--- src/source/acc_cpu_pkg.sv ---
`default_nettype none

package acc_cpu_pkg;

	// ----------------------------------------------------------------------
	// Widths
	// ----------------------------------------------------------------------

	localparam int DATA_W  = 32;                // Accumulator and RAM word
	localparam int OPER_W  = 9;                 // Instruction operand
	localparam int OPC_W   = 7;                 // Opcode field
	localparam int INSTR_W = OPC_W + OPER_W;    // Full instruction word
	localparam int PORT_W  = 3;                 // Eight ports each way

	typedef logic [DATA_W-1:0]  word_t;
	typedef logic [OPER_W-1:0]  operand_t;
	typedef logic [OPER_W-1:0]  iaddr_t;        // Instruction ROM address
	typedef logic [OPER_W-1:0]  daddr_t;        // Data RAM address
	typedef logic [PORT_W-1:0]  port_t;
	typedef logic [INSTR_W-1:0] instr_t;        // Opcode sits on top

	// ----------------------------------------------------------------------
	// Encodings
	// ----------------------------------------------------------------------

	typedef enum logic [OPC_W-1:0] {
		NOP = 7'd0, LOD, SET, LDI,
		ADD, SUB, MLT, AND, OR, XOR, INV,
		SHL, SHR, SRS, NEG, ABS, NRM,
		GRE, LES, EQU,
		PSH, POP,
		INN, OUT,
		JMP, JIZ,
		HLT
	} opcode_e;

	// Accumulator source select
	typedef enum logic [4:0] {
		HOLD = 5'd0,
		PASS_MEM, PASS_STK, PASS_IMM, PASS_IO,  // Plain loads
		ALU_ADD, ALU_SUB, ALU_MLT,
		ALU_AND, ALU_OR, ALU_XOR, ALU_INV,
		ALU_SHL, ALU_SHR, ALU_SRS,
		ALU_NEG, ALU_ABS, ALU_NRM,
		ALU_GRE, ALU_LES, ALU_EQU               // Leave 1 or 0
	} alu_op_e;

endpackage

`default_nettype wire
--- src/source/acc_ctrl_if.sv ---
`timescale 1ns/10ps
`default_nettype none

// Decoded control from the sequencer to the datapath blocks
interface acc_ctrl_if;

	acc_cpu_pkg::alu_op_e  alu_op;    // Valid from DECODE on
	acc_cpu_pkg::operand_t imm;       // Raw operand field
	logic                  acc_load;  // Accumulator write enable
	logic                  push;      // Stack push strobe
	logic                  pop;       // Stack pop strobe
	logic                  mem_wr;    // Data RAM write strobe

	// Sequencer side
	modport seq (
		output alu_op,
		output imm,
		output acc_load,
		output push,
		output pop,
		output mem_wr
	);

	// ALU and stack pointer side
	modport dp (
		input alu_op,
		input imm,
		input acc_load,
		input push,
		input pop,
		input mem_wr
	);

endinterface

`default_nettype wire

--- src/source/acc_cpu.sv ---
`timescale 1ns/10ps
`default_nettype none

module acc_cpu #(
	parameter int STACK_DEPTH = 16,
	parameter int NORM_SHIFT  = 6
) (
	input  logic                clk,
	input  logic                rst,

	input  acc_cpu_pkg::instr_t instr,        // Registered ROM data
	output acc_cpu_pkg::iaddr_t instr_addr,

	output logic                mem_wr,
	output acc_cpu_pkg::daddr_t mem_addr_w,
	output acc_cpu_pkg::daddr_t mem_addr_r,
	input  acc_cpu_pkg::word_t  mem_data_in,  // Registered RAM data
	output acc_cpu_pkg::word_t  data_out,

	input  acc_cpu_pkg::word_t  io_in,
	output acc_cpu_pkg::port_t  addr_in,
	output acc_cpu_pkg::port_t  addr_out,
	output logic                req_in,
	output logic                out_en,
	output logic                halted
);

	logic                pc_inc;
	logic                pc_load;
	acc_cpu_pkg::iaddr_t pc_target;
	acc_cpu_pkg::daddr_t op_addr;             // Operand address
	acc_cpu_pkg::port_t  port;
	acc_cpu_pkg::daddr_t sp_addr_w;
	acc_cpu_pkg::daddr_t sp_addr_r;
	acc_cpu_pkg::word_t  acc;
	logic                zero;

	acc_ctrl_if ctrl ();

	// ----------------------------------------------------------------------
	// Control path
	// ----------------------------------------------------------------------

	pc_counter u_pc (
		.clk    (clk),
		.rst    (rst),
		.inc    (pc_inc),
		.load   (pc_load),
		.target (pc_target),
		.pc     (instr_addr)           // PC drives ROM directly
	);

	instr_sequencer u_seq (
		.clk       (clk),
		.rst       (rst),
		.instr     (instr),
		.zero      (zero),
		.ctrl      (ctrl.seq),
		.pc_inc    (pc_inc),
		.pc_load   (pc_load),
		.pc_target (pc_target),
		.mem_addr  (op_addr),
		.port      (port),
		.req_in    (req_in),
		.out_en    (out_en),
		.halted    (halted)
	);

	// ----------------------------------------------------------------------
	// Datapath
	// ----------------------------------------------------------------------

	acc_alu #(.NORM_SHIFT(NORM_SHIFT)) u_alu (
		.clk      (clk),
		.rst      (rst),
		.ctrl     (ctrl.dp),
		.mem_data (mem_data_in),
		.io_data  (io_in),
		.acc      (acc),
		.zero     (zero)
	);

	stack_pointer #(.STACK_DEPTH(STACK_DEPTH)) u_sp (
		.clk    (clk),
		.rst    (rst),
		.ctrl   (ctrl.dp),
		.addr_w (sp_addr_w),
		.addr_r (sp_addr_r)
	);

	// Pop read must be addressed in DECODE, ahead of the pop strobe
	assign mem_addr_r = (ctrl.alu_op == acc_cpu_pkg::PASS_STK) ? sp_addr_r : op_addr;
	assign mem_addr_w = ctrl.push ? sp_addr_w : op_addr;
	assign mem_wr     = ctrl.mem_wr;
	assign data_out   = acc;                  // SET, PSH and OUT all send acc
	assign addr_in    = port;
	assign addr_out   = port;

endmodule

`default_nettype wire

--- src/source/stack_pointer.sv ---
`timescale 1ns/10ps
`default_nettype none

module stack_pointer #(
	parameter int STACK_DEPTH = 16             // Entries at the top of RAM
) (
	input  logic                clk,
	input  logic                rst,
	acc_ctrl_if.dp              ctrl,
	output acc_cpu_pkg::daddr_t addr_w,        // Push address
	output acc_cpu_pkg::daddr_t addr_r         // Pop address
);

	acc_cpu_pkg::daddr_t sp;                   // Next free slot
	acc_cpu_pkg::daddr_t used;
	logic                full;
	logic                empty;

	assign used   = ~sp;                      // 511 minus sp
	assign full   = (used == acc_cpu_pkg::daddr_t'(STACK_DEPTH));
	assign empty  = (used == '0);
	assign addr_w = sp;
	assign addr_r = sp + 1'b1;                // Last pushed word

	// ----------------------------------------------------------------------
	// Pointer update
	// ----------------------------------------------------------------------

	always_ff @(posedge clk or posedge rst) begin
		if (rst)
			sp <= '1;                         // Stack starts at word 511
		else if (ctrl.push && !full)
			sp <= sp - 1'b1;                  // Grows down
		else if (ctrl.pop && !empty)
			sp <= sp + 1'b1;
	end

	// Program must respect stack depth
	a_no_overflow: assert property (@(posedge clk) disable iff (rst)
		ctrl.push |-> !full);

	a_no_underflow: assert property (@(posedge clk) disable iff (rst)
		ctrl.pop |-> !empty);

	// A push always writes the RAM
	a_push_writes: assert property (@(posedge clk) disable iff (rst)
		ctrl.push |-> ctrl.mem_wr && !ctrl.pop);

endmodule

`default_nettype wire

--- src/source/acc_alu.sv ---
`timescale 1ns/10ps
`default_nettype none

module acc_alu #(
	parameter int NORM_SHIFT = 6               // NRM divides by 2**NORM_SHIFT
) (
	input  logic               clk,
	input  logic               rst,
	acc_ctrl_if.dp             ctrl,
	input  acc_cpu_pkg::word_t mem_data,       // RAM word for this instruction
	input  acc_cpu_pkg::word_t io_data,        // Input port value
	output acc_cpu_pkg::word_t acc,
	output logic               zero
);

	acc_cpu_pkg::word_t acc_nxt;
	acc_cpu_pkg::word_t imm_ext;
	logic [4:0]         shamt;

	// Sign extended 9 bit immediate
	assign imm_ext = {{(acc_cpu_pkg::DATA_W - acc_cpu_pkg::OPER_W){ctrl.imm[acc_cpu_pkg::OPER_W-1]}},
		ctrl.imm};
	assign shamt   = mem_data[4:0];            // Shifts take count from RAM

	// ----------------------------------------------------------------------
	// Next accumulator value
	// ----------------------------------------------------------------------

	always_comb begin
		case (ctrl.alu_op)
			acc_cpu_pkg::PASS_MEM,
			acc_cpu_pkg::PASS_STK: acc_nxt = mem_data;
			acc_cpu_pkg::PASS_IMM: acc_nxt = imm_ext;
			acc_cpu_pkg::PASS_IO:  acc_nxt = io_data;
			acc_cpu_pkg::ALU_ADD:  acc_nxt = acc + mem_data;
			acc_cpu_pkg::ALU_SUB:  acc_nxt = acc - mem_data;
			acc_cpu_pkg::ALU_MLT:  acc_nxt = acc * mem_data;  // Low 32 bits kept
			acc_cpu_pkg::ALU_AND:  acc_nxt = acc & mem_data;
			acc_cpu_pkg::ALU_OR:   acc_nxt = acc | mem_data;
			acc_cpu_pkg::ALU_XOR:  acc_nxt = acc ^ mem_data;
			acc_cpu_pkg::ALU_INV:  acc_nxt = ~acc;
			acc_cpu_pkg::ALU_SHL:  acc_nxt = acc << shamt;
			acc_cpu_pkg::ALU_SHR:  acc_nxt = acc >> shamt;
			acc_cpu_pkg::ALU_SRS:
				acc_nxt = acc_cpu_pkg::word_t'($signed(acc) >>> shamt);
			acc_cpu_pkg::ALU_NEG:  acc_nxt = -acc;
			acc_cpu_pkg::ALU_ABS:  acc_nxt = acc[acc_cpu_pkg::DATA_W-1] ? -acc : acc;
			acc_cpu_pkg::ALU_NRM:
				acc_nxt = acc_cpu_pkg::word_t'($signed(acc) >>> NORM_SHIFT);  // Floors
			acc_cpu_pkg::ALU_GRE:
				acc_nxt = acc_cpu_pkg::word_t'($signed(acc) > $signed(mem_data));
			acc_cpu_pkg::ALU_LES:
				acc_nxt = acc_cpu_pkg::word_t'($signed(acc) < $signed(mem_data));
			acc_cpu_pkg::ALU_EQU:
				acc_nxt = acc_cpu_pkg::word_t'(acc == mem_data);
			default:               acc_nxt = acc;               // HOLD
		endcase
	end

	// ----------------------------------------------------------------------
	// Accumulator register
	// ----------------------------------------------------------------------

	always_ff @(posedge clk or posedge rst) begin
		if (rst)
			acc <= '0;
		else if (ctrl.acc_load)
			acc <= acc_nxt;
	end

	assign zero = (acc == '0);                 // Drives JIZ

	// RAM writes always see a settled accumulator
	a_wr_no_load: assert property (@(posedge clk) disable iff (rst)
		ctrl.mem_wr |-> !ctrl.acc_load ##1 $stable(acc));

endmodule

`default_nettype wire

--- src/source/instr_sequencer.sv ---
`timescale 1ns/10ps
`default_nettype none

module instr_sequencer (
	input  logic                clk,
	input  logic                rst,
	input  acc_cpu_pkg::instr_t instr,      // Registered ROM word
	input  logic                zero,       // Accumulator is zero
	acc_ctrl_if.seq             ctrl,
	output logic                pc_inc,
	output logic                pc_load,
	output acc_cpu_pkg::iaddr_t pc_target,
	output acc_cpu_pkg::daddr_t mem_addr,   // Direct operand address
	output acc_cpu_pkg::port_t  port,       // I/O port number
	output logic                req_in,
	output logic                out_en,
	output logic                halted
);

	typedef enum logic [1:0] {FETCH, DECODE, EXECUTE, HALT} state_e;

	state_e                state;
	state_e                state_nxt;
	acc_cpu_pkg::opcode_e  opc;
	acc_cpu_pkg::operand_t operand;
	acc_cpu_pkg::alu_op_e  dec_op;
	logic                  dec_wr, dec_push, dec_pop;
	logic                  dec_inn, dec_out, dec_jump, dec_halt;
	logic                  exec;

	// Fields stay valid through DECODE and EXECUTE since PC is held
	assign opc     = acc_cpu_pkg::opcode_e'(instr[acc_cpu_pkg::INSTR_W-1 -: acc_cpu_pkg::OPC_W]);
	assign operand = instr[acc_cpu_pkg::OPER_W-1:0];

	// ----------------------------------------------------------------------
	// Opcode decode
	// ----------------------------------------------------------------------

	always_comb begin
		dec_op   = acc_cpu_pkg::HOLD;
		dec_wr   = 1'b0;
		dec_push = 1'b0;
		dec_pop  = 1'b0;
		dec_inn  = 1'b0;
		dec_out  = 1'b0;
		dec_jump = 1'b0;
		dec_halt = 1'b0;
		case (opc)
			acc_cpu_pkg::LOD: dec_op = acc_cpu_pkg::PASS_MEM;
			acc_cpu_pkg::LDI: dec_op = acc_cpu_pkg::PASS_IMM;
			acc_cpu_pkg::SET: dec_wr = 1'b1;
			acc_cpu_pkg::ADD: dec_op = acc_cpu_pkg::ALU_ADD;
			acc_cpu_pkg::SUB: dec_op = acc_cpu_pkg::ALU_SUB;
			acc_cpu_pkg::MLT: dec_op = acc_cpu_pkg::ALU_MLT;
			acc_cpu_pkg::AND: dec_op = acc_cpu_pkg::ALU_AND;
			acc_cpu_pkg::OR:  dec_op = acc_cpu_pkg::ALU_OR;
			acc_cpu_pkg::XOR: dec_op = acc_cpu_pkg::ALU_XOR;
			acc_cpu_pkg::INV: dec_op = acc_cpu_pkg::ALU_INV;
			acc_cpu_pkg::SHL: dec_op = acc_cpu_pkg::ALU_SHL;
			acc_cpu_pkg::SHR: dec_op = acc_cpu_pkg::ALU_SHR;
			acc_cpu_pkg::SRS: dec_op = acc_cpu_pkg::ALU_SRS;
			acc_cpu_pkg::NEG: dec_op = acc_cpu_pkg::ALU_NEG;
			acc_cpu_pkg::ABS: dec_op = acc_cpu_pkg::ALU_ABS;
			acc_cpu_pkg::NRM: dec_op = acc_cpu_pkg::ALU_NRM;
			acc_cpu_pkg::GRE: dec_op = acc_cpu_pkg::ALU_GRE;
			acc_cpu_pkg::LES: dec_op = acc_cpu_pkg::ALU_LES;
			acc_cpu_pkg::EQU: dec_op = acc_cpu_pkg::ALU_EQU;
			acc_cpu_pkg::PSH: begin
				dec_push = 1'b1;
				dec_wr   = 1'b1;                     // Accumulator goes to stack top
			end
			acc_cpu_pkg::POP: begin
				dec_pop = 1'b1;
				dec_op  = acc_cpu_pkg::PASS_STK;    // Also steers the read address
			end
			acc_cpu_pkg::INN: begin
				dec_inn = 1'b1;
				dec_op  = acc_cpu_pkg::PASS_IO;
			end
			acc_cpu_pkg::OUT: dec_out  = 1'b1;
			acc_cpu_pkg::JMP: dec_jump = 1'b1;
			acc_cpu_pkg::JIZ: dec_jump = zero;      // Flag of acc before JIZ
			acc_cpu_pkg::HLT: dec_halt = 1'b1;
			default: ;                              // NOP and unused codes
		endcase
	end

	// ----------------------------------------------------------------------
	// State machine
	// ----------------------------------------------------------------------

	always_comb begin
		case (state)
			FETCH:   state_nxt = DECODE;
			DECODE:  state_nxt = EXECUTE;
			EXECUTE: state_nxt = dec_halt ? HALT : FETCH;
			default: state_nxt = HALT;              // Only reset leaves HALT
		endcase
	end

	always_ff @(posedge clk or posedge rst) begin
		if (rst)
			state <= FETCH;
		else
			state <= state_nxt;
	end

	// Strobes only fire in EXECUTE
	assign exec          = (state == EXECUTE);
	assign ctrl.alu_op   = dec_op;
	assign ctrl.imm      = operand;
	assign ctrl.acc_load = exec && (dec_op != acc_cpu_pkg::HOLD);
	assign ctrl.mem_wr   = exec && dec_wr;
	assign ctrl.push     = exec && dec_push;
	assign ctrl.pop      = exec && dec_pop;
	assign req_in        = exec && dec_inn;
	assign out_en        = exec && dec_out;
	assign pc_load       = exec && dec_jump;
	assign pc_inc        = exec && !dec_jump && !dec_halt;  // PC freezes on HLT
	assign pc_target     = operand;
	assign mem_addr      = operand;
	assign port          = operand[acc_cpu_pkg::PORT_W-1:0];
	assign halted        = (state == HALT);

	// Every strobe is preceded by a DECODE cycle
	a_strobe_exec: assert property (@(posedge clk) disable iff (rst)
		(ctrl.acc_load || ctrl.mem_wr || ctrl.push || ctrl.pop || req_in || out_en)
		|-> exec && $past(state) == DECODE);

	// Halt is sticky until reset
	a_halt_sticky: assert property (@(posedge clk) disable iff (rst)
		halted |=> halted && state == HALT);

endmodule

`default_nettype wire

--- src/source/pc_counter.sv ---
`timescale 1ns/10ps
`default_nettype none

module pc_counter (
	input  logic                clk,
	input  logic                rst,
	input  logic                inc,     // Step to next instruction
	input  logic                load,    // Taken jump
	input  acc_cpu_pkg::iaddr_t target,  // Jump destination
	output acc_cpu_pkg::iaddr_t pc
);

	// ----------------------------------------------------------------------
	// Program counter register
	// ----------------------------------------------------------------------

	always_ff @(posedge clk or posedge rst) begin
		if (rst) begin
			pc <= '0;                    // Program starts at word 0
		end else if (load) begin
			pc <= target;
		end else if (inc) begin
			pc <= pc + 1'b1;             // Wraps at end of ROM
		end
	end

	// ----------------------------------------------------------------------
	// Checks
	// ----------------------------------------------------------------------

	// Sequencer picks either step or jump, never both
	a_inc_load_excl: assert property (@(posedge clk) disable iff (rst)
		!(inc && load));

endmodule

`default_nettype wire

--- config.mk ---
export PLATFORM = sky130hd
export DESIGN_NAME = acc_cpu
export DESIGN_NICKNAME = d
export VERILOG_FILES = /design/src/source/acc_cpu_pkg.sv /design/src/source/acc_ctrl_if.sv /design/src/source/acc_cpu.sv /design/src/source/stack_pointer.sv /design/src/source/acc_alu.sv /design/src/source/instr_sequencer.sv /design/src/source/pc_counter.sv
export SDC_FILE = /design/constraint.sdc
export NUM_CORES = 2
export LEC_CHECK = 0
export BUFFER_PORTS_ARGS = -buffer_cell sky130_fd_sc_hd__buf_2
export CAP_MARGIN = 25
export CORE_ASPECT_RATIO = 1.75
export CORE_UTILIZATION = 30
export CTS_CLUSTER_DIAMETER = 80
export DETAILED_ROUTE_END_ITERATION = 8
export PLACE_DENSITY = 0.52
export SLEW_MARGIN = 20
export SYNTH_ARGS = -nofsm -noshare
export SYNTH_HDL_FRONTEND = slang
export SYNTH_SLANG_ARGS = --single-unit
--- constraint.sdc ---
create_clock -name clk -period 9.5 [get_ports clk]
set_input_delay 0 -clock clk [delete_from_list [all_inputs] [get_ports clk]]
set_output_delay 0 -clock clk [all_outputs]
set_load 0.005 [all_outputs]
# ---- After elaboration in Yosys (flattened, before gate mapping)
# Cells that the tools add are included.
dict set report classes {
  n_eq_ne 52
  n_shift 3
  n_mul 1
  mux 18
  n_reduce_logical 27
  bitwise 6
  magnitude_cmp 2
  n_addsub 6
}
# cell n
set ops {}
lappend ops {{$pmux 32 s19} 1}
lappend ops {{$pmux 5 s20} 1}
lappend ops {{$eq 7x5->1 const B} 11}
lappend ops {{$eq 7x4->1 const B} 8}
lappend ops {{$mux 9} 6}
lappend ops {{$eq 5x4->1 const B} 8}
lappend ops {{$add 32x32->32} 1}
lappend ops {{$and 32x32->32} 1}
lappend ops {{$eq 32x32->1} 1}
lappend ops {{$gt 32x32->1} 1}
lappend ops {{$logic_not 32->1} 1}
lappend ops {{$lt 32x32->1} 1}
lappend ops {{$mul 32x32->32} 1}
lappend ops {{$mux 32} 1}
lappend ops {{$neg 32->32} 1}
lappend ops {{$not 32->32} 1}
lappend ops {{$or 32x32->32} 1}
lappend ops {{$shl 32x5->32} 1}
lappend ops {{$shr 32x5->32} 1}
lappend ops {{$sshr 32x5->32} 1}
lappend ops {{$sub 32x32->32} 1}
lappend ops {{$xor 32x32->32} 1}
lappend ops {{$eq 7x3->1 const B} 4}
lappend ops {{$eq 5x5->1 const B} 5}
lappend ops {{27 further kinds} 55}
dict set report word_totals {
  wordCells 120
  ff_bits 52
  input_bits 82
  out_inout_bits 69
}

# ---- Depth between registers and ports, before layout
dict set report logic_depth {
  depth_word 7
  mapped_depth 32
  depth_no_buf 27
}

# ---- Cells and area by module
# Synthesis repeated with hierarchy kept, for this count alone.
dict set report hier_totals {
  cells_unflattened 3621
  hier_area_um2 28487.3
}
# module area_each_um2 seq_area_each_um2 cells_each n_inst
set modules_own_cells {}
lappend modules_own_cells {acc_alu 26291.5 800.8 3369 1}
lappend modules_own_cells {stack_pointer 718.2 236.5 77 1}
lappend modules_own_cells {instr_sequencer 706.9 50.0 96 1}
lappend modules_own_cells {pc_counter 514.2 225.2 55 1}
lappend modules_own_cells {acc_cpu 256.5 0.0 24 1}

# ---- Worst setup path before layout
# Ideal clock, no wire load.
dict set report synth_path {
  path_kind {input -> register}
  from {input port mem_data_in[2]}
  to {register u_alu.acc[28]}
  required_ns 9.358
  arrival_ns 7.527
  setup_time_ns 0.142
  cell_stages 30
  n_path_buf 5
  setup_slack_ns 1.832
  cell_sequence {clkbuf_1 > inv_1 > buf_1 > clkbuf_1 > clkbuf_1 > buf_1 > nor2_1 > fa_1 > inv_1 > fa_1 > fa_1 > fa_1 > inv_1 > fa_1 > inv_1 > fa_1 > inv_1 > fa_1 > fa_1 > ha_1 > a21oi_1 > o211ai_1 > a211oi_1 > o21ai_0 > o21ai_0 > nand2b_1 > a21oi_1 > xnor2_1 > a221oi_1 > a221oi_1}
}
dict set report synth_via {
  elab_chain_cells 2
  elab_cells_between_ends 7
  classes_between {2 x add/sub; 1 x mul; 3 x shift; 1 x mux}
}
# element line
set synth_lines {}
lappend synth_lines {{start: declaration} acc_cpu.sv:17} ;# input acc_cpu_pkg::word_t mem_data_in,
lappend synth_lines {{$mul 32x32->32 (tied with other cells)} acc_alu.sv:37} ;# acc_cpu_pkg::ALU_MLT: acc_nxt = acc * mem_data;
lappend synth_lines {{$pmux 32 s19 *} acc_alu.sv:30} ;# case (ctrl.alu_op)
lappend synth_lines {{end signal: assignment} acc_alu.sv:68} ;# acc <= acc_nxt;
lappend synth_lines {{end: declaration} acc_alu.sv:12} ;# output acc_cpu_pkg::word_t acc,
# Every way passes the cells marked *; elsewhere a longest branch is shown, timed or not.
# A chain may end at the register's enable or synchronous reset.

# ---- Worst setup path after layout
dict set report layout_path {
  from {register u_alu.acc[19]}
  to {register u_alu.acc[27]}
}
dict set report layout_via {
  elab_chain_cells 3
  elab_cells_between_ends 9
  classes_between {3 x add/sub; 1 x mul; 3 x shift; 2 x mux}
}
# element line
set layout_lines {}
lappend layout_lines {{branches (longest 2 deep; another with $mul 32x32->32)} -}
lappend layout_lines {{$pmux 32 s19 *} acc_alu.sv:30}
# Mark *: on every way between the ends. The select of a mux whose other input is x is not followed.

==> flow_summary.toml <==
[timing]
setup_tns_ns = 0
max_slew_margin_pct = 15.73
hold_violations = 0
fmax_mhz = 113.9
setup_violations = 0
max_slew.worst_pin.slew_ns = 1.229
rsz0062_at_grt = "no"
slew_viol_final = 0
finalCritPeriodShare_pct = 92.38
fin_skew_ns = 0.01951
min_period_ns = 8.776

[synth]
synth_cell_type_count = 87
avgSynthCellArea_um2 = 7.710
synth_edf_count = 0
yosysWarningCount = 0
syn_nets = 4418
ys_seq_area_share_pct = 4.601
ys_seq_elements = 52
ys.flop_type = "dfrtp_1"
synthArstFlopShare_pct = 100.0
synth_cells = 3700
syn-cell-area_um2 = 28530

[die]
rows = 149
die_h_um = 409.9
die_x_um = 235.1
start_util_pct = 30.30
die_area_um2 = 96370
ios = 151
fp.coreArea_um2 = 94150

[worst_setup_path]
crit_arrival_ns = 8.95
endpoint_kind = "register"
crit_required_ns = 9.68
path_class = "register to register"
critPathLaunchType = "register"
critPathMaxFanout = 20

[clock_tree]
htreeDepth = 2
cts_num_sinks = 52
cts_made_buffers = 5
clockBufferDepth = 2
clk_pin_slew_ns = 0.10
ctsResizeCount = 0
worstSkewPairLatency_ns = 0.35
cts_tree = "built"
post-cts-setup-buffer-count = 0
root_buffer = "clkbuf_16"

[grt]
antenna_found_initial = 28
grt_max_degree = 70
track_usage_pct = 36.30
grt_pass1_vias = 31564
grt_overflow = 0
grt_pass1_wl_um = 244000

[finish]
syn2layout_area_growth_pct = 8.900
nets = 4425
final_cell_mix = "nor2_1 (542), inv_1 (461), fa_1 (410), nand2_1 (375), ha_1 (226)"
final_common_cell = "nor2_1"
drive_gt1_share_pct = 11.14

[detailed_routing]
totalWireLength_um = 173200
drc_errors = 26
drt-pass1-iter-count = 9
routedWlPerCell_um = 35.04
vias = 31003
ant_nets = 0
dr.first_iter.drc_count = 3668
routed_via_density = 6.272

[placed_design]
dp_hpwl_um = 132400
gp_congestion = 1.095
portBuffers = 150

[hold_path]
worstHoldPathType = "input pin to register"

[run_status]
violations = "design-rule violations"
status = "complete, but fails checks"

[run]
maxCapViolations = 0
## state kept, by name (all words and copies together), names as in the netlist
name / count
u_alu.acc: 32
u_pc.pc: 9
u_sp.addr_w: 9
u_seq.state: 2
## final timing paths
path                                 from              to  slack, ns  cells after the start
min in group asynchronous             rst      u_pc.pc[1]       0.45                      4
max                         u_alu.acc[19]   u_alu.acc[27]       0.72                     23
max reg2reg                 u_alu.acc[19]   u_alu.acc[27]       0.72                     23
max in group asynchronous             rst    u_alu.acc[2]       8.39                      4
min                              instr[0]      u_pc.pc[0]       0.13                      3
min reg2reg                u_seq.state[0]  u_seq.state[0]       0.50                      1
## cell type report
class / instances / area [um^2]
fillers: 10206 / 63080
flip-flops and latches: 52 / 1313
multi-input cells: 2888 / 24420
clock buffers: 6 / 138.9
inverters: 483 / 1813
clock inverters: 2 / 38.79
well taps: 1208 / 1511
repair buffers: 277 / 1763
diodes: 27 / 67.56
## layer usage
metal | global-route usage (%) | vias up | wire length [um]
li1 | - | 12384 | -
met1 | 36.03 | 15359 | 54150
met2 | 59.43 | 2249 | 80770
met3 | 9.929 | 1005 | 15500
met4 | 38.38 | 6 | 22760
met5 | 0 | - | 41
## per-stage QoR
stage / setup WS, ns / hold slack [ns] / std cells / utilization [%] / area [um^2]
2_1_floorplan: 1.832 / 0.08082 / 3700 / - / 28530
3_3_place_gp: 1.205 / 0.3376 / 4893 / 32.52 / 30620
3_5_place_dp: 1.242 / 0.3422 / 4894 / 32.53 / 30620
4_1_cts: 1.169 / 0.1075 / 4903 / 32.73 / 30810
5_1_grt: 0.7050 / 0.1380 / 4927 / 32.95 / 31020
6_report: 0.7238 / 0.1265 / 4943 / 33.00 / 31060
## cell families (layout without fill, tap and decap cells)
kind of cell	after synthesis	in the layout	synth area share, %
compound gates	766	766	17.73
xor+xnor	125	125	3.838
fa+ha+maj	636	636	38.69
buf+inv	760	768	10.22
flops	52	52	4.601
mux	124	124	6.070
other cells	0	27	0
simple gates	1237	1237	18.85
## cell usage after synthesis (13+ instances only)
library cell	instances	share of area, %
o21a_1	15	0.39
nand2b_1	25	0.55
a221o_1	17	0.60
xor2_1	27	0.83
a211oi_1	49	1.3
mux4_2	37	2.9
inv_1	463	6.1
or3_1	23	0.50
nand2_1	375	4.9
xnor2_1	98	3.0
o21bai_1	15	0.39
a2111oi_0	13	0.40
mux2i_1	65	2.3
ha_1	226	9.9
a21o_1	28	0.74
nor4_1	22	0.48
a31oi_1	25	0.55
mux2_2	22	0.87
o21ai_0	166	2.9
nand3_1	58	1.0
o31ai_1	15	0.39
clkinv_1	15	0.20
dfrtp_1	43	3.8
clkbuf_1	211	2.8
a22oi_1	20	0.53
nor3_1	73	1.3
nor2b_1	15	0.33
o211ai_1	21	0.55
buf_2	18	0.32
nor2_1	546	7.2
nand4_1	28	0.61
o221ai_1	16	0.49
a221oi_1	42	1.3
and2_1	16	0.35
buf_1	39	0.51
fa_1	410	29
a21oi_1	186	3.3
o22ai_1	50	1.1
## critical path, stage by stage (launching register included)
cell and delay, ns:
dfrtp_1 0.37, buf_4 0.25, inv_1 0.56, nor2_1 0.16, fa_1 0.60, fa_1 0.45
fa_1 0.52, inv_1 0.06, fa_1 0.53, inv_1 0.05, fa_1 0.48, fa_1 0.57
fa_1 0.44, fa_1 0.46, ha_1 0.34, inv_1 0.14, o21ai_0 0.11, a21oi_1 0.45
nand4_1 0.65, a21oi_1 0.44, xor2_1 0.34, o21ai_0 0.27, a221oi_2 0.25, a211oi_1 0.08
## timing repair
action | CTS | global route
setup endpoints to repair | 0 | 0
endpoints found under the hold margin | 39 | 0
hold buffers | 1 | 0
Power is left out: the tool's default activity adds up to more than one toggle a clock period on the data nets, which glitch-free logic cannot reach.
